--- config.mk ---
export PLATFORM = sky130hd
export DESIGN_NAME = agc_loop_top
export DESIGN_NICKNAME = d
export VERILOG_FILES = /design/src/design/agc_loop_pkg.sv /design/src/design/agc_loop_top.sv /design/src/design/agc_status_slave.sv /design/src/design/agc_sequencer.sv /design/src/design/agc_wb_master.sv /design/src/design/agc_step_calc.sv
export SDC_FILE = /design/constraint.sdc
export NUM_CORES = 1
export LEC_CHECK = 0
export ABC_AREA = 1
export BUFFER_PORTS_ARGS = -buffer_cell sky130_fd_sc_hd__clkbuf_2
export CAP_MARGIN = 20
export CORE_AREA = 2 2 213 215
export DETAILED_ROUTE_END_ITERATION = 7
export DIE_AREA = 0 0 215 217
export PLACE_DENSITY = 0.69
export SYNTH_ARGS = -nofsm -noshare
export SYNTH_HDL_FRONTEND = slang
export SYNTH_HIERARCHICAL = 1
export SYNTH_SLANG_ARGS = --single-unit
--- constraint.sdc ---
create_clock -name aclk -period 14.35 [get_ports aclk]
set_input_delay 0 -clock aclk [delete_from_list [all_inputs] [get_ports aclk]]
set_output_delay 0 -clock aclk [all_outputs]
set_load 0.03 [all_outputs]
--- src/design/agc_loop_pkg.sv ---
package agc_loop_pkg;

    ////////////////////////////////////////////////////////////
    // Bus and datapath widths
    ////////////////////////////////////////////////////////////
    localparam int WB_ADR_W   = 8;
    localparam int WB_DAT_W   = 32;
    localparam int SCALE_W    = 17;
    localparam int OFFSET_W   = 16;                 // Signed
    localparam int INFO_WORDS = 6;
    localparam int INFO_IDX_W = 3;

    ////////////////////////////////////////////////////////////
    // Control loop constants
    ////////////////////////////////////////////////////////////
    localparam int BOOT_DELAY = 31;
    localparam int BOOT_CNT_W = $clog2(BOOT_DELAY + 1);

    localparam logic        [SCALE_W-1:0]  START_SCALE  = 17'd1500;
    localparam logic signed [OFFSET_W-1:0] START_OFFSET = 16'sd0;
    localparam logic        [SCALE_W-1:0]  SCALE_STEP   = 17'd30;
    localparam logic signed [OFFSET_W-1:0] OFFSET_STEP  = 16'sd25;
    localparam logic        [SCALE_W-1:0]  SCALE_MIN    = 17'd300;    // Lower cutoff
    localparam logic        [SCALE_W-1:0]  SCALE_MAX    = 17'd130000; // Upper cutoff

    localparam logic [WB_DAT_W-1:0] TARGET_RMS_SQ = 32'd16;
    localparam logic [WB_DAT_W-1:0] RMS_SQ_ERR    = 32'd0;
    localparam logic [WB_DAT_W-1:0] OFFSET_ERR    = 32'd5;

    localparam int RMS_SHIFT = 17 - 4;              // Timescale reduction of 4 bits
    localparam int DONE_BIT  = 1;                   // Sample period finished

    // AGC datapath register map
    localparam logic [WB_ADR_W-1:0] ADR_CTRL   = 8'd0;
    localparam logic [WB_ADR_W-1:0] ADR_SCALE  = 8'd16;
    localparam logic [WB_ADR_W-1:0] ADR_OFFSET = 8'd20;

    localparam int ADR_LOOP_SEL = 6;                // Slave side, loop params vs statistics

    // Statistics words: status, mean square, above, below, scale, offset

    typedef enum logic [WB_DAT_W-1:0] {
        CMD_START = 32'd1,
        CMD_RESET = 32'd4,
        CMD_LOAD  = 32'd768,
        CMD_APPLY = 32'd1024
    } agc_cmd_e;

    typedef enum logic [3:0] {
        BOOTING,                                    // Counts down BOOT_DELAY
        RESETTING, POLLING, WAITING, READING, CALCULATING,
        WRITING_SCALE, WRITING_OFFSET, LOADING, APPLYING
    } loop_state_e;

    typedef enum logic [1:0] {CTL_IDLE, CTL_WRITE, CTL_READ, CTL_ACK} ctl_state_e;

endpackage
--- src/design/agc_loop_top.sv ---
`timescale 1ns/1ps

module agc_loop_top import agc_loop_pkg::*; (
    input  logic                aclk,
    input  logic                wb_rst_i,
    input  logic                agc_reset_i,
    // Control port
    input  logic                wb_ctl_cyc_i,
    input  logic                wb_ctl_stb_i,
    input  logic                wb_ctl_we_i,
    input  logic [WB_ADR_W-1:0] wb_ctl_adr_i,
    input  logic [WB_DAT_W-1:0] wb_ctl_dat_i,
    output logic                wb_ctl_ack_o,
    output logic [WB_DAT_W-1:0] wb_ctl_dat_o,
    // AGC datapath port
    output logic                wb_agc_cyc_o,
    output logic                wb_agc_stb_o,
    output logic                wb_agc_we_o,
    output logic [WB_ADR_W-1:0] wb_agc_adr_o,
    output logic [WB_DAT_W-1:0] wb_agc_dat_o,
    input  logic                wb_agc_ack_i,
    input  logic [WB_DAT_W-1:0] wb_agc_dat_i
);

    logic                                 req;
    logic                                 req_we;
    logic [WB_ADR_W-1:0]                  req_adr;
    logic [WB_DAT_W-1:0]                  req_dat;
    logic                                 done;
    logic [WB_DAT_W-1:0]                  rd_dat;
    logic [INFO_WORDS-1:0][WB_DAT_W-1:0]  info;
    logic [SCALE_W-1:0]                   next_scale;
    logic signed [OFFSET_W-1:0]           next_offset;

    agc_sequencer u_sequencer (
        .aclk          (aclk),
        .wb_rst_i      (wb_rst_i),
        .agc_reset_i   (agc_reset_i),
        .done_i        (done),
        .rd_dat_i      (rd_dat),
        .next_scale_i  (next_scale),
        .next_offset_i (next_offset),
        .req_o         (req),
        .req_we_o      (req_we),
        .req_adr_o     (req_adr),
        .req_dat_o     (req_dat),
        .info_o        (info)
    );

    agc_wb_master u_master (
        .aclk         (aclk),
        .wb_rst_i     (wb_rst_i),
        .req_i        (req),
        .req_we_i     (req_we),
        .req_adr_i    (req_adr),
        .req_dat_i    (req_dat),
        .done_o       (done),
        .rd_dat_o     (rd_dat),
        .wb_agc_cyc_o (wb_agc_cyc_o),
        .wb_agc_stb_o (wb_agc_stb_o),
        .wb_agc_we_o  (wb_agc_we_o),
        .wb_agc_adr_o (wb_agc_adr_o),
        .wb_agc_dat_o (wb_agc_dat_o),
        .wb_agc_ack_i (wb_agc_ack_i),
        .wb_agc_dat_i (wb_agc_dat_i)
    );

    agc_step_calc u_step_calc (
        .info_i        (info),
        .next_scale_o  (next_scale),
        .next_offset_o (next_offset)
    );

    agc_status_slave u_status (
        .aclk         (aclk),
        .wb_rst_i     (wb_rst_i),
        .wb_ctl_cyc_i (wb_ctl_cyc_i),
        .wb_ctl_stb_i (wb_ctl_stb_i),
        .wb_ctl_we_i  (wb_ctl_we_i),
        .wb_ctl_adr_i (wb_ctl_adr_i),
        .wb_ctl_dat_i (wb_ctl_dat_i),
        .info_i       (info),
        .wb_ctl_ack_o (wb_ctl_ack_o),
        .wb_ctl_dat_o (wb_ctl_dat_o)
    );

endmodule

--- src/design/agc_status_slave.sv ---
`timescale 1ns/1ps

module agc_status_slave import agc_loop_pkg::*; (
    input  logic                                aclk,
    input  logic                                wb_rst_i,
    input  logic                                wb_ctl_cyc_i,
    input  logic                                wb_ctl_stb_i,
    input  logic                                wb_ctl_we_i,
    input  logic [WB_ADR_W-1:0]                 wb_ctl_adr_i,
    input  logic [WB_DAT_W-1:0]                 wb_ctl_dat_i,
    input  logic [INFO_WORDS-1:0][WB_DAT_W-1:0] info_i,
    output logic                                wb_ctl_ack_o,
    output logic [WB_DAT_W-1:0]                 wb_ctl_dat_o
);

    ctl_state_e  state;
    logic [3:0]  sel_idx;                           // Word index from address bits 5:2

    assign sel_idx      = wb_ctl_adr_i[5:2];
    assign wb_ctl_ack_o = (state == CTL_ACK);

    always_ff @(posedge aclk) begin
        if (wb_rst_i) begin
            state <= CTL_IDLE;
        end else begin
            case (state)
                CTL_IDLE: begin
                    if (wb_ctl_cyc_i && wb_ctl_stb_i) state <= wb_ctl_we_i ? CTL_WRITE : CTL_READ;
                end
                CTL_WRITE: state <= CTL_ACK;        // Nothing writable, ack only
                CTL_READ:  state <= CTL_ACK;
                default:   state <= CTL_IDLE;
            endcase
        end
    end

    // Registered read response
    always_ff @(posedge aclk) begin
        if (state == CTL_READ) begin
            wb_ctl_dat_o <= '0;
            if (wb_ctl_adr_i[ADR_LOOP_SEL]) begin   // Loop step sizes
                if (sel_idx == 4'd0) wb_ctl_dat_o <= {{(WB_DAT_W-SCALE_W){1'b0}}, SCALE_STEP};
                if (sel_idx == 4'd1) begin
                    wb_ctl_dat_o <= {{(WB_DAT_W-OFFSET_W){OFFSET_STEP[OFFSET_W-1]}}, OFFSET_STEP};
                end
            end else if (sel_idx < 4'(INFO_WORDS)) begin
                wb_ctl_dat_o <= info_i[sel_idx[INFO_IDX_W-1:0]];
            end
        end
    end

    a_ack_single: assert property (@(posedge aclk) disable iff (wb_rst_i)
        wb_ctl_ack_o |=> !wb_ctl_ack_o);

endmodule

--- src/design/agc_sequencer.sv ---
`timescale 1ns/1ps

module agc_sequencer import agc_loop_pkg::*; (
    input  logic                                aclk,
    input  logic                                wb_rst_i,
    input  logic                                agc_reset_i,
    input  logic                                done_i,
    input  logic [WB_DAT_W-1:0]                 rd_dat_i,
    input  logic [SCALE_W-1:0]                  next_scale_i,
    input  logic signed [OFFSET_W-1:0]          next_offset_i,
    output logic                                req_o,
    output logic                                req_we_o,
    output logic [WB_ADR_W-1:0]                 req_adr_o,
    output logic [WB_DAT_W-1:0]                 req_dat_o,
    output logic [INFO_WORDS-1:0][WB_DAT_W-1:0] info_o
);

    loop_state_e                state;
    logic [BOOT_CNT_W-1:0]      boot_cnt;
    logic [INFO_IDX_W-1:0]      idx;                // Statistics word being read
    logic [SCALE_W-1:0]         scale_q;
    logic signed [OFFSET_W-1:0] offset_q;
    logic                       busy;               // Request outstanding at the master
    logic                       fin;

    assign fin = busy && done_i;

    ////////////////////////////////////////////////////////////
    // Request decode held for the whole state
    ////////////////////////////////////////////////////////////
    always_comb begin
        req_we_o  = 1'b1;
        req_adr_o = ADR_CTRL;
        req_dat_o = '0;
        case (state)
            WRITING_SCALE: begin
                req_adr_o = ADR_SCALE;
                req_dat_o = {{(WB_DAT_W-SCALE_W){1'b0}}, scale_q};
            end
            WRITING_OFFSET: begin
                req_adr_o = ADR_OFFSET;
                req_dat_o = {{(WB_DAT_W-OFFSET_W){offset_q[OFFSET_W-1]}}, offset_q};
            end
            LOADING:   req_dat_o = CMD_LOAD;
            APPLYING:  req_dat_o = CMD_APPLY;
            RESETTING: req_dat_o = CMD_RESET;
            POLLING:   req_dat_o = CMD_START;
            WAITING:   req_we_o  = 1'b0;            // Status poll
            READING: begin
                req_we_o  = 1'b0;
                req_adr_o = {{(WB_ADR_W-INFO_IDX_W-2){1'b0}}, idx, 2'b00};
            end
            default: ;
        endcase
    end

    ////////////////////////////////////////////////////////////
    // Loop FSM
    ////////////////////////////////////////////////////////////
    always_ff @(posedge aclk) begin
        if (wb_rst_i || agc_reset_i) begin
            state    <= BOOTING;
            boot_cnt <= BOOT_CNT_W'(BOOT_DELAY);
            idx      <= '0;
            scale_q  <= START_SCALE;
            offset_q <= START_OFFSET;
            busy     <= 1'b0;
            req_o    <= 1'b0;
        end else begin
            req_o <= 1'b0;
            case (state)
                BOOTING: begin
                    if (boot_cnt != '0) boot_cnt <= boot_cnt - 1'b1;
                    else state <= WRITING_SCALE;    // Push the start values first
                end
                CALCULATING: begin
                    scale_q  <= next_scale_i;
                    offset_q <= next_offset_i;
                    state    <= WRITING_SCALE;
                end
                default: begin
                    if (!busy) begin
                        req_o <= 1'b1;
                        busy  <= 1'b1;
                    end else if (done_i) begin
                        busy <= 1'b0;
                        case (state)
                            WRITING_SCALE:  state <= WRITING_OFFSET;
                            WRITING_OFFSET: state <= LOADING;
                            LOADING:        state <= APPLYING;
                            APPLYING:       state <= RESETTING;
                            RESETTING:      state <= POLLING;
                            POLLING:        state <= WAITING;
                            WAITING: begin          // Poll again unless done
                                if (rd_dat_i[DONE_BIT]) begin
                                    state <= READING;
                                    idx   <= '0;
                                end
                            end
                            READING: begin
                                if (idx == INFO_IDX_W'(INFO_WORDS - 1)) begin
                                    state <= CALCULATING;
                                    idx   <= '0;
                                end else begin
                                    idx <= idx + 1'b1;
                                end
                            end
                            default: state <= BOOTING;
                        endcase
                    end
                end
            endcase
        end
    end

    // Statistics store with scale and offset refreshed once applied
    always_ff @(posedge aclk) begin
        if (fin && state == READING) info_o[idx] <= rd_dat_i;
        if (fin && state == APPLYING) begin
            info_o[4] <= {{(WB_DAT_W-SCALE_W){1'b0}}, scale_q};
            info_o[5] <= {{(WB_DAT_W-OFFSET_W){offset_q[OFFSET_W-1]}}, offset_q};
        end
    end

    // One transfer at a time toward the master
    a_one_outstanding: assert property (@(posedge aclk)
        disable iff (wb_rst_i || agc_reset_i)
        req_o |=> (!req_o until_with done_i));

endmodule

--- src/design/agc_wb_master.sv ---
`timescale 1ns/1ps

module agc_wb_master import agc_loop_pkg::*; (
    input  logic                aclk,
    input  logic                wb_rst_i,
    // Request side
    input  logic                req_i,
    input  logic                req_we_i,
    input  logic [WB_ADR_W-1:0] req_adr_i,
    input  logic [WB_DAT_W-1:0] req_dat_i,
    output logic                done_o,
    output logic [WB_DAT_W-1:0] rd_dat_o,
    // Wishbone classic master
    output logic                wb_agc_cyc_o,
    output logic                wb_agc_stb_o,
    output logic                wb_agc_we_o,
    output logic [WB_ADR_W-1:0] wb_agc_adr_o,
    output logic [WB_DAT_W-1:0] wb_agc_dat_o,
    input  logic                wb_agc_ack_i,
    input  logic [WB_DAT_W-1:0] wb_agc_dat_i
);

    logic cyc_q;                                    // Busy while high
    logic stb_q;

    assign wb_agc_cyc_o = cyc_q;
    assign wb_agc_stb_o = stb_q;

    always_ff @(posedge aclk) begin
        if (wb_rst_i) begin
            cyc_q        <= 1'b0;
            stb_q        <= 1'b0;
            done_o       <= 1'b0;
            wb_agc_we_o  <= 1'b0;
            wb_agc_adr_o <= '0;
            wb_agc_dat_o <= '0;
        end else begin
            done_o <= 1'b0;
            if (!cyc_q) begin
                if (req_i) begin                    // Put request on the bus
                    cyc_q        <= 1'b1;
                    stb_q        <= 1'b1;
                    wb_agc_we_o  <= req_we_i;
                    wb_agc_adr_o <= req_adr_i;
                    wb_agc_dat_o <= req_dat_i;
                end
            end else if (wb_agc_ack_i) begin        // Late ack just stretches the cycle
                cyc_q        <= 1'b0;
                stb_q        <= 1'b0;
                done_o       <= 1'b1;
                wb_agc_we_o  <= 1'b0;
                wb_agc_adr_o <= '0;
                wb_agc_dat_o <= '0;
            end
        end
    end

    // Read data capture
    always_ff @(posedge aclk) begin
        if (cyc_q && wb_agc_ack_i) rd_dat_o <= wb_agc_dat_i;
    end

    a_stb_in_cyc: assert property (@(posedge aclk) disable iff (wb_rst_i)
        wb_agc_stb_o |-> wb_agc_cyc_o);

    a_hold_until_ack: assert property (@(posedge aclk) disable iff (wb_rst_i)
        wb_agc_stb_o && !wb_agc_ack_i |=> wb_agc_stb_o && $stable(wb_agc_we_o)
            && $stable(wb_agc_adr_o) && $stable(wb_agc_dat_o));

endmodule

--- src/design/agc_step_calc.sv ---
`timescale 1ns/1ps

module agc_step_calc import agc_loop_pkg::*; (
    input  logic [INFO_WORDS-1:0][WB_DAT_W-1:0] info_i,
    output logic [SCALE_W-1:0]                  next_scale_o,
    output logic signed [OFFSET_W-1:0]          next_offset_o
);

    logic [WB_DAT_W-1:0]        rms_adj;            // Mean square at the target timescale
    logic [SCALE_W-1:0]         scale_cur;
    logic signed [OFFSET_W-1:0] offset_cur;
    logic [WB_DAT_W-1:0]        n_above;
    logic [WB_DAT_W-1:0]        n_below;

    assign rms_adj    = info_i[1] >> RMS_SHIFT;
    assign n_above    = info_i[2];
    assign n_below    = info_i[3];
    assign scale_cur  = info_i[4][SCALE_W-1:0];
    assign offset_cur = info_i[5][OFFSET_W-1:0];

    ////////////////////////////////////////////////////////////
    // Scale, fixed step toward the target with cutoffs
    ////////////////////////////////////////////////////////////
    always_comb begin
        next_scale_o = scale_cur;
        if (rms_adj > TARGET_RMS_SQ + RMS_SQ_ERR) begin
            if (scale_cur > SCALE_MIN) next_scale_o = scale_cur - SCALE_STEP;  // Too loud
        end else if (rms_adj < TARGET_RMS_SQ - RMS_SQ_ERR) begin
            if (scale_cur < SCALE_MAX) next_scale_o = scale_cur + SCALE_STEP;  // Too quiet
        end
    end

    ////////////////////////////////////////////////////////////
    // Offset, balance the counts above and below
    ////////////////////////////////////////////////////////////
    always_comb begin
        next_offset_o = offset_cur;
        if (n_above > n_below + OFFSET_ERR) begin
            next_offset_o = offset_cur - OFFSET_STEP;
        end else if (n_below > n_above + OFFSET_ERR) begin
            next_offset_o = offset_cur + OFFSET_STEP;
        end
        // Inside the dead band the offset holds
    end

endmodule

==> run_results.csv <==
group,metric,value,unit
outcome,outcome,"complete, no violations",
worst_setup_path,critPathLaunchType,"flip-flop",
worst_hold_path,hp-start,"wb_agc_dat_i[9]",
floorplanning,dieArea,46700,µm²
logic_synthesis,ys_types,53,
logic_synthesis,yosys.area.top_type,"edfxtp_1",
final_layout,n_antenna_cell,0,
global_routing,grtUsageMet1,0.314,
global_routing,grt_overflow,0,
placed_design,dp_hpwl,38900,µm
global_routing,grt_pass1_wl,86200,µm
global_routing,antenna_found_initial,0,
final_layout,seq_area,9400,µm²
sta,fmax,0.251,GHz
power_and_ir_drop,irDropWorstVdd,0.0000792,V
floorplanning,die_x,215,µm
logic_synthesis,postSynthCellCount,2326,
worst_hold_path,hold_end,"u_master/rd_dat_o[9]",
routing,post_drt_via_cell_ratio,5.43,
worst_setup_path,critical_path.top_delay_family,"simple AND/OR/NAND/NOR gates",
global_routing,gr-usage-met3,0.0342,
worst_setup_path,r2r-end,"u_sequencer/offset_q[9]",
logic_synthesis,ys.warnings.count,6,
final_layout,final_util,0.495,
logic_synthesis,synth_edf_count,241,
worst_setup_path,worstPathRequired,14.83,ns
clock_tree,clkTransAtPathRegs,0.06,ns
global_routing,grt_pass1_vias,15900,
clock_tree,cts_max_level,2,
worst_setup_path,cp_slowest_cell,"a21oi_1",
clock_tree,clockRootBuffer,"clkbuf_16",
sta,slew_headroom,0.264,
worst_hold_path,hp-class,"in2reg",
global_routing,grt_max_degree,65,
worst_setup_path,arrival,4.47,ns
worst_hold_path,hold_depth,2,
clock_tree,cts_sinks,349,
final_layout,final_layout_size_suffix_gt1_frac,0.114,
placed_design,preCtsSetupSlack,10.42,ns
final_layout,area_growth,12.4,%
logic_synthesis,yosysTopAreaCellShare,0.368,
final_layout,fill_cells,4293,
final_layout,nNetsFinal,2582,
worst_setup_path,path_class,"reg2reg",
sta,finalCritPeriodShare,0.278,
worst_setup_path,cp_slowest_stage_delay,0.49,ns
routing,firstDrtPassIters,6,
placed_design,place_area,20500,µm²
worst_setup_path,path_cells,"inv_1 -> nor3_1 -> nand2_1 -> a21oi_1 -> nand2_1 -> xor2_1 -> ha_1 -> nand2_1 -> nor2_1 -> nand2_1 -> nor2_2 -> nand4_4 -> nand2_4 -> nand2_1 -> nand2_1 -> nand2_1 -> nand2_1 -> o21ai_0 -> a21oi_1",
power_and_ir_drop,power_density,100,nW/µm²
clock_tree,clk_path_buf_depth,3,
global_routing,grtUsageTotal,0.233,
floorplanning,core,44700,µm²
placed_design,place_congestion,0.943,
sta,setup_slack,10.36,ns
global_routing,use_met2,0.379,
worst_setup_path,worst-path-buf-inv,1,
floorplanning,start_util,0.440,
logic_synthesis,ys_ff_latch,349,
sta,worst_pin_slew,1.10,ns
worst_setup_path,endpoint_kind,"flip-flop",
sta,setup_violations,0,
sta,fin_skew,0.0243,ns
flow_run,cap_violations,0,
clock_tree,clkLatencyLatePin,0.56,ns
final_layout,final_area,22100,µm²
routing,dr.first_iter.drc_count,1655,
logic_synthesis,ys_async_sr_fraction,0,
floorplanning,rows,78,
worst_setup_path,reg2reg_depth,19,
worst_setup_path,r2r_start,"u_sequencer/info_o[71]",
final_layout,multi_input_comb_area,8800,µm²
power_and_ir_drop,p_leak,9.04,nW
sta,fin_crit,3.99,ns
clock_tree,cts_made_buffers,38,
clock_tree,cts_setup_buffers,0,
routing,drc,0,
floorplanning,fp.dieH,217,µm
sta,fin_tns_setup,0,ns
placed_design,io_buffers,119,
worst_setup_path,r2r_slack,10.36,ns
clock_tree,cts_tree,"built",
routing,wl_per_cell,18.0,µm
logic_synthesis,synth_area_leaders,"edfxtp_1 (37%), nand2_1 (11%), dfxtp_1 (11%), nand3_1 (5.0%), ha_1 (4.8%)",
routing,vias,16600,
sta,hold_viol,0,
logic_synthesis,synth_area,19700,µm²
logic_synthesis,avgSynthCellArea,8.46,µm²
routing,wirelength,55100,µm
floorplanning,ios,155,
logic_synthesis,ys.flop_type,"edfxtp_1",
global_routing,grt-busiest-layer,"met2",
worst_setup_path,path_max_fanout,17,
worst_setup_path,timing.critical_path.mode_cell,"nand2_1",
logic_synthesis,ys_seq_area_frac,0.478,
sta,slew_violations,0,
routing,ant_nets,0,
sta,rsz0062_at_grt,"false",
-- synthesized netlist by cell type (3+ instances only) --
cell type,instances
nand2_1,583
edfxtp_1,241
nor2_1,232
inv_1,198
nand3_1,197
a21oi_1,126
dfxtp_1,108
o21ai_0,104
ha_1,75
xor2_1,71
buf_2,42
buf_4,35
nand4_1,33
o22ai_1,27
xnor2_1,26
nor3_1,25
clkbuf_1,22
inv_2,17
o21ai_1,16
o32ai_1,15
nand2_2,13
nor2_2,12
o211ai_1,12
buf_6,11
nor2_4,8
nor4_1,8
nand3_2,7
nor3_2,7
nand2_4,5
o221ai_1,5
buf_1,4
nand3b_1,4
nor3_4,4
clkinv_1,3
nand4_4,3
o21a_1,3
-- power by group --
group | internal, mW | total [mW] | switching [mW] | leakage, nW
Combinational | 0.0457 | 0.150 | 0.105 | 5.50
Sequential | 1.09 | 1.10 | 0.00758 | 2.95
Clock | 0.574 | 0.974 | 0.400 | 0.601
Total | 1.71 | 2.22 | 0.512 | 9.04
-- kinds of logic after synthesis --
| logic type | count (synthesis) | share of synthesized area |
|---|---|---|
| AO/OA/AOI/OAI | 320 | 0.0911 |
| XOR/XNOR | 97 | 0.0432 |
| adder cells (fa/ha/maj) | 75 | 0.0477 |
| buffers and inverters | 334 | 0.0775 |
| flip-flops | 349 | 0.478 |
| other | 1 | 0.000191 |
| AND/OR/NAND/NOR | 1150 | 0.263 |
-- state kept, by name, indices dropped and copies added (netlist names), 5 cells and up --
signal and flops:
u_master/rd_dat_o 32, u_sequencer/scale_q 17, u_master/wb_agc_adr_o 8, u_sequencer/boot_cnt 5, u_sequencer/offset_q 16, u_status/wb_ctl_dat_o 32
u_master/wb_agc_dat_o 32, u_sequencer/info_o 192
-- layout by cell type, fill, tap and decap left out, drive strengths merged, types with 2 or more instances in the layout --
cell type,count
a21o,2
a21oi,127
o31ai,2
o211ai,12
conb,5
nand3b,4
edfxtp,241
o21ai,120
clkinvlp,3
nor3,36
buf,12
inv,216
clkinv,16
xnor2,26
nand4,38
nand3,206
o221ai,5
o311ai,2
ha,75
a211oi,2
dlygate4sd3,41
o22ai,27
nand2,601
o32ai,16
o21a,3
bufinv,3
xor2,71
dfxtp,108
nor2,254
clkbuf,168
nor4,10
-- repair_timing --
| item | CTS | global route |
|---|---|---|
| resized for setup | 0 | 0 |
| hold buffers | 41 | 0 |
| endpoints found under the hold margin | 48 | 0 |
-- worst register-to-register path, stage by stage, from the launching register on --
cell	delay (ns)
edfxtp_1	0.42
inv_1	0.15
nor3_1	0.32
nand2_1	0.18
a21oi_1	0.49
nand2_1	0.16
xor2_1	0.18
ha_1	0.31
nand2_1	0.07
nor2_1	0.09
nand2_1	0.10
nor2_2	0.22
nand4_4	0.32
nand2_4	0.35
nand2_1	0.08
nand2_1	0.07
nand2_1	0.06
nand2_1	0.10
o21ai_0	0.09
a21oi_1	0.17
-- through the flow --
step                      hold WS, ns  instances  power [mW]
after detailed placement        0.179       2947        1.26
after CTS                       0.129       3055        2.24
final                           0.156       3055        2.22
after global routing            0.135       3055        2.30
after floorplan                0.0691       2330        1.21
after global placement          0.177       2947        1.25
-- layout make-up --
cell class                 count  area share
tap                          600      0.0339
inverter                     220      0.0375
clock inverter                18     0.00871
clock buffer                  49      0.0476
timing repair buffer         172      0.0495
sequential                   349       0.425
multi-input combinational   1647       0.398
-- routing by layer --
layer / wire length, µm / up-vias
met4: 2080 / 0
li1: - / 7984
met5: 0 / -
met3: 3630 / 109
met2: 25400 / 584
met1: 24000 / 7911
-- worst max path at each step --
stage | start | to | slack, ns | cells after the start
finish | u_sequencer/info_o[71] | u_sequencer/offset_q[9] | 10.36 | 19
global route | u_sequencer/info_o[74] | u_sequencer/offset_q[5] | 10.10 | 19
CTS | u_sequencer/info_o[74] | u_sequencer/offset_q[15] | 10.41 | 20
detailed placement | u_sequencer/info_o[74] | u_sequencer/offset_q[4] | 10.42 | 19
global placement | u_sequencer/info_o[74] | u_sequencer/offset_q[15] | 10.33 | 19
floorplan | u_sequencer/state[2] | u_sequencer/info_o[0] | 9.77 | 7
(Power assumes the default switching activity.)
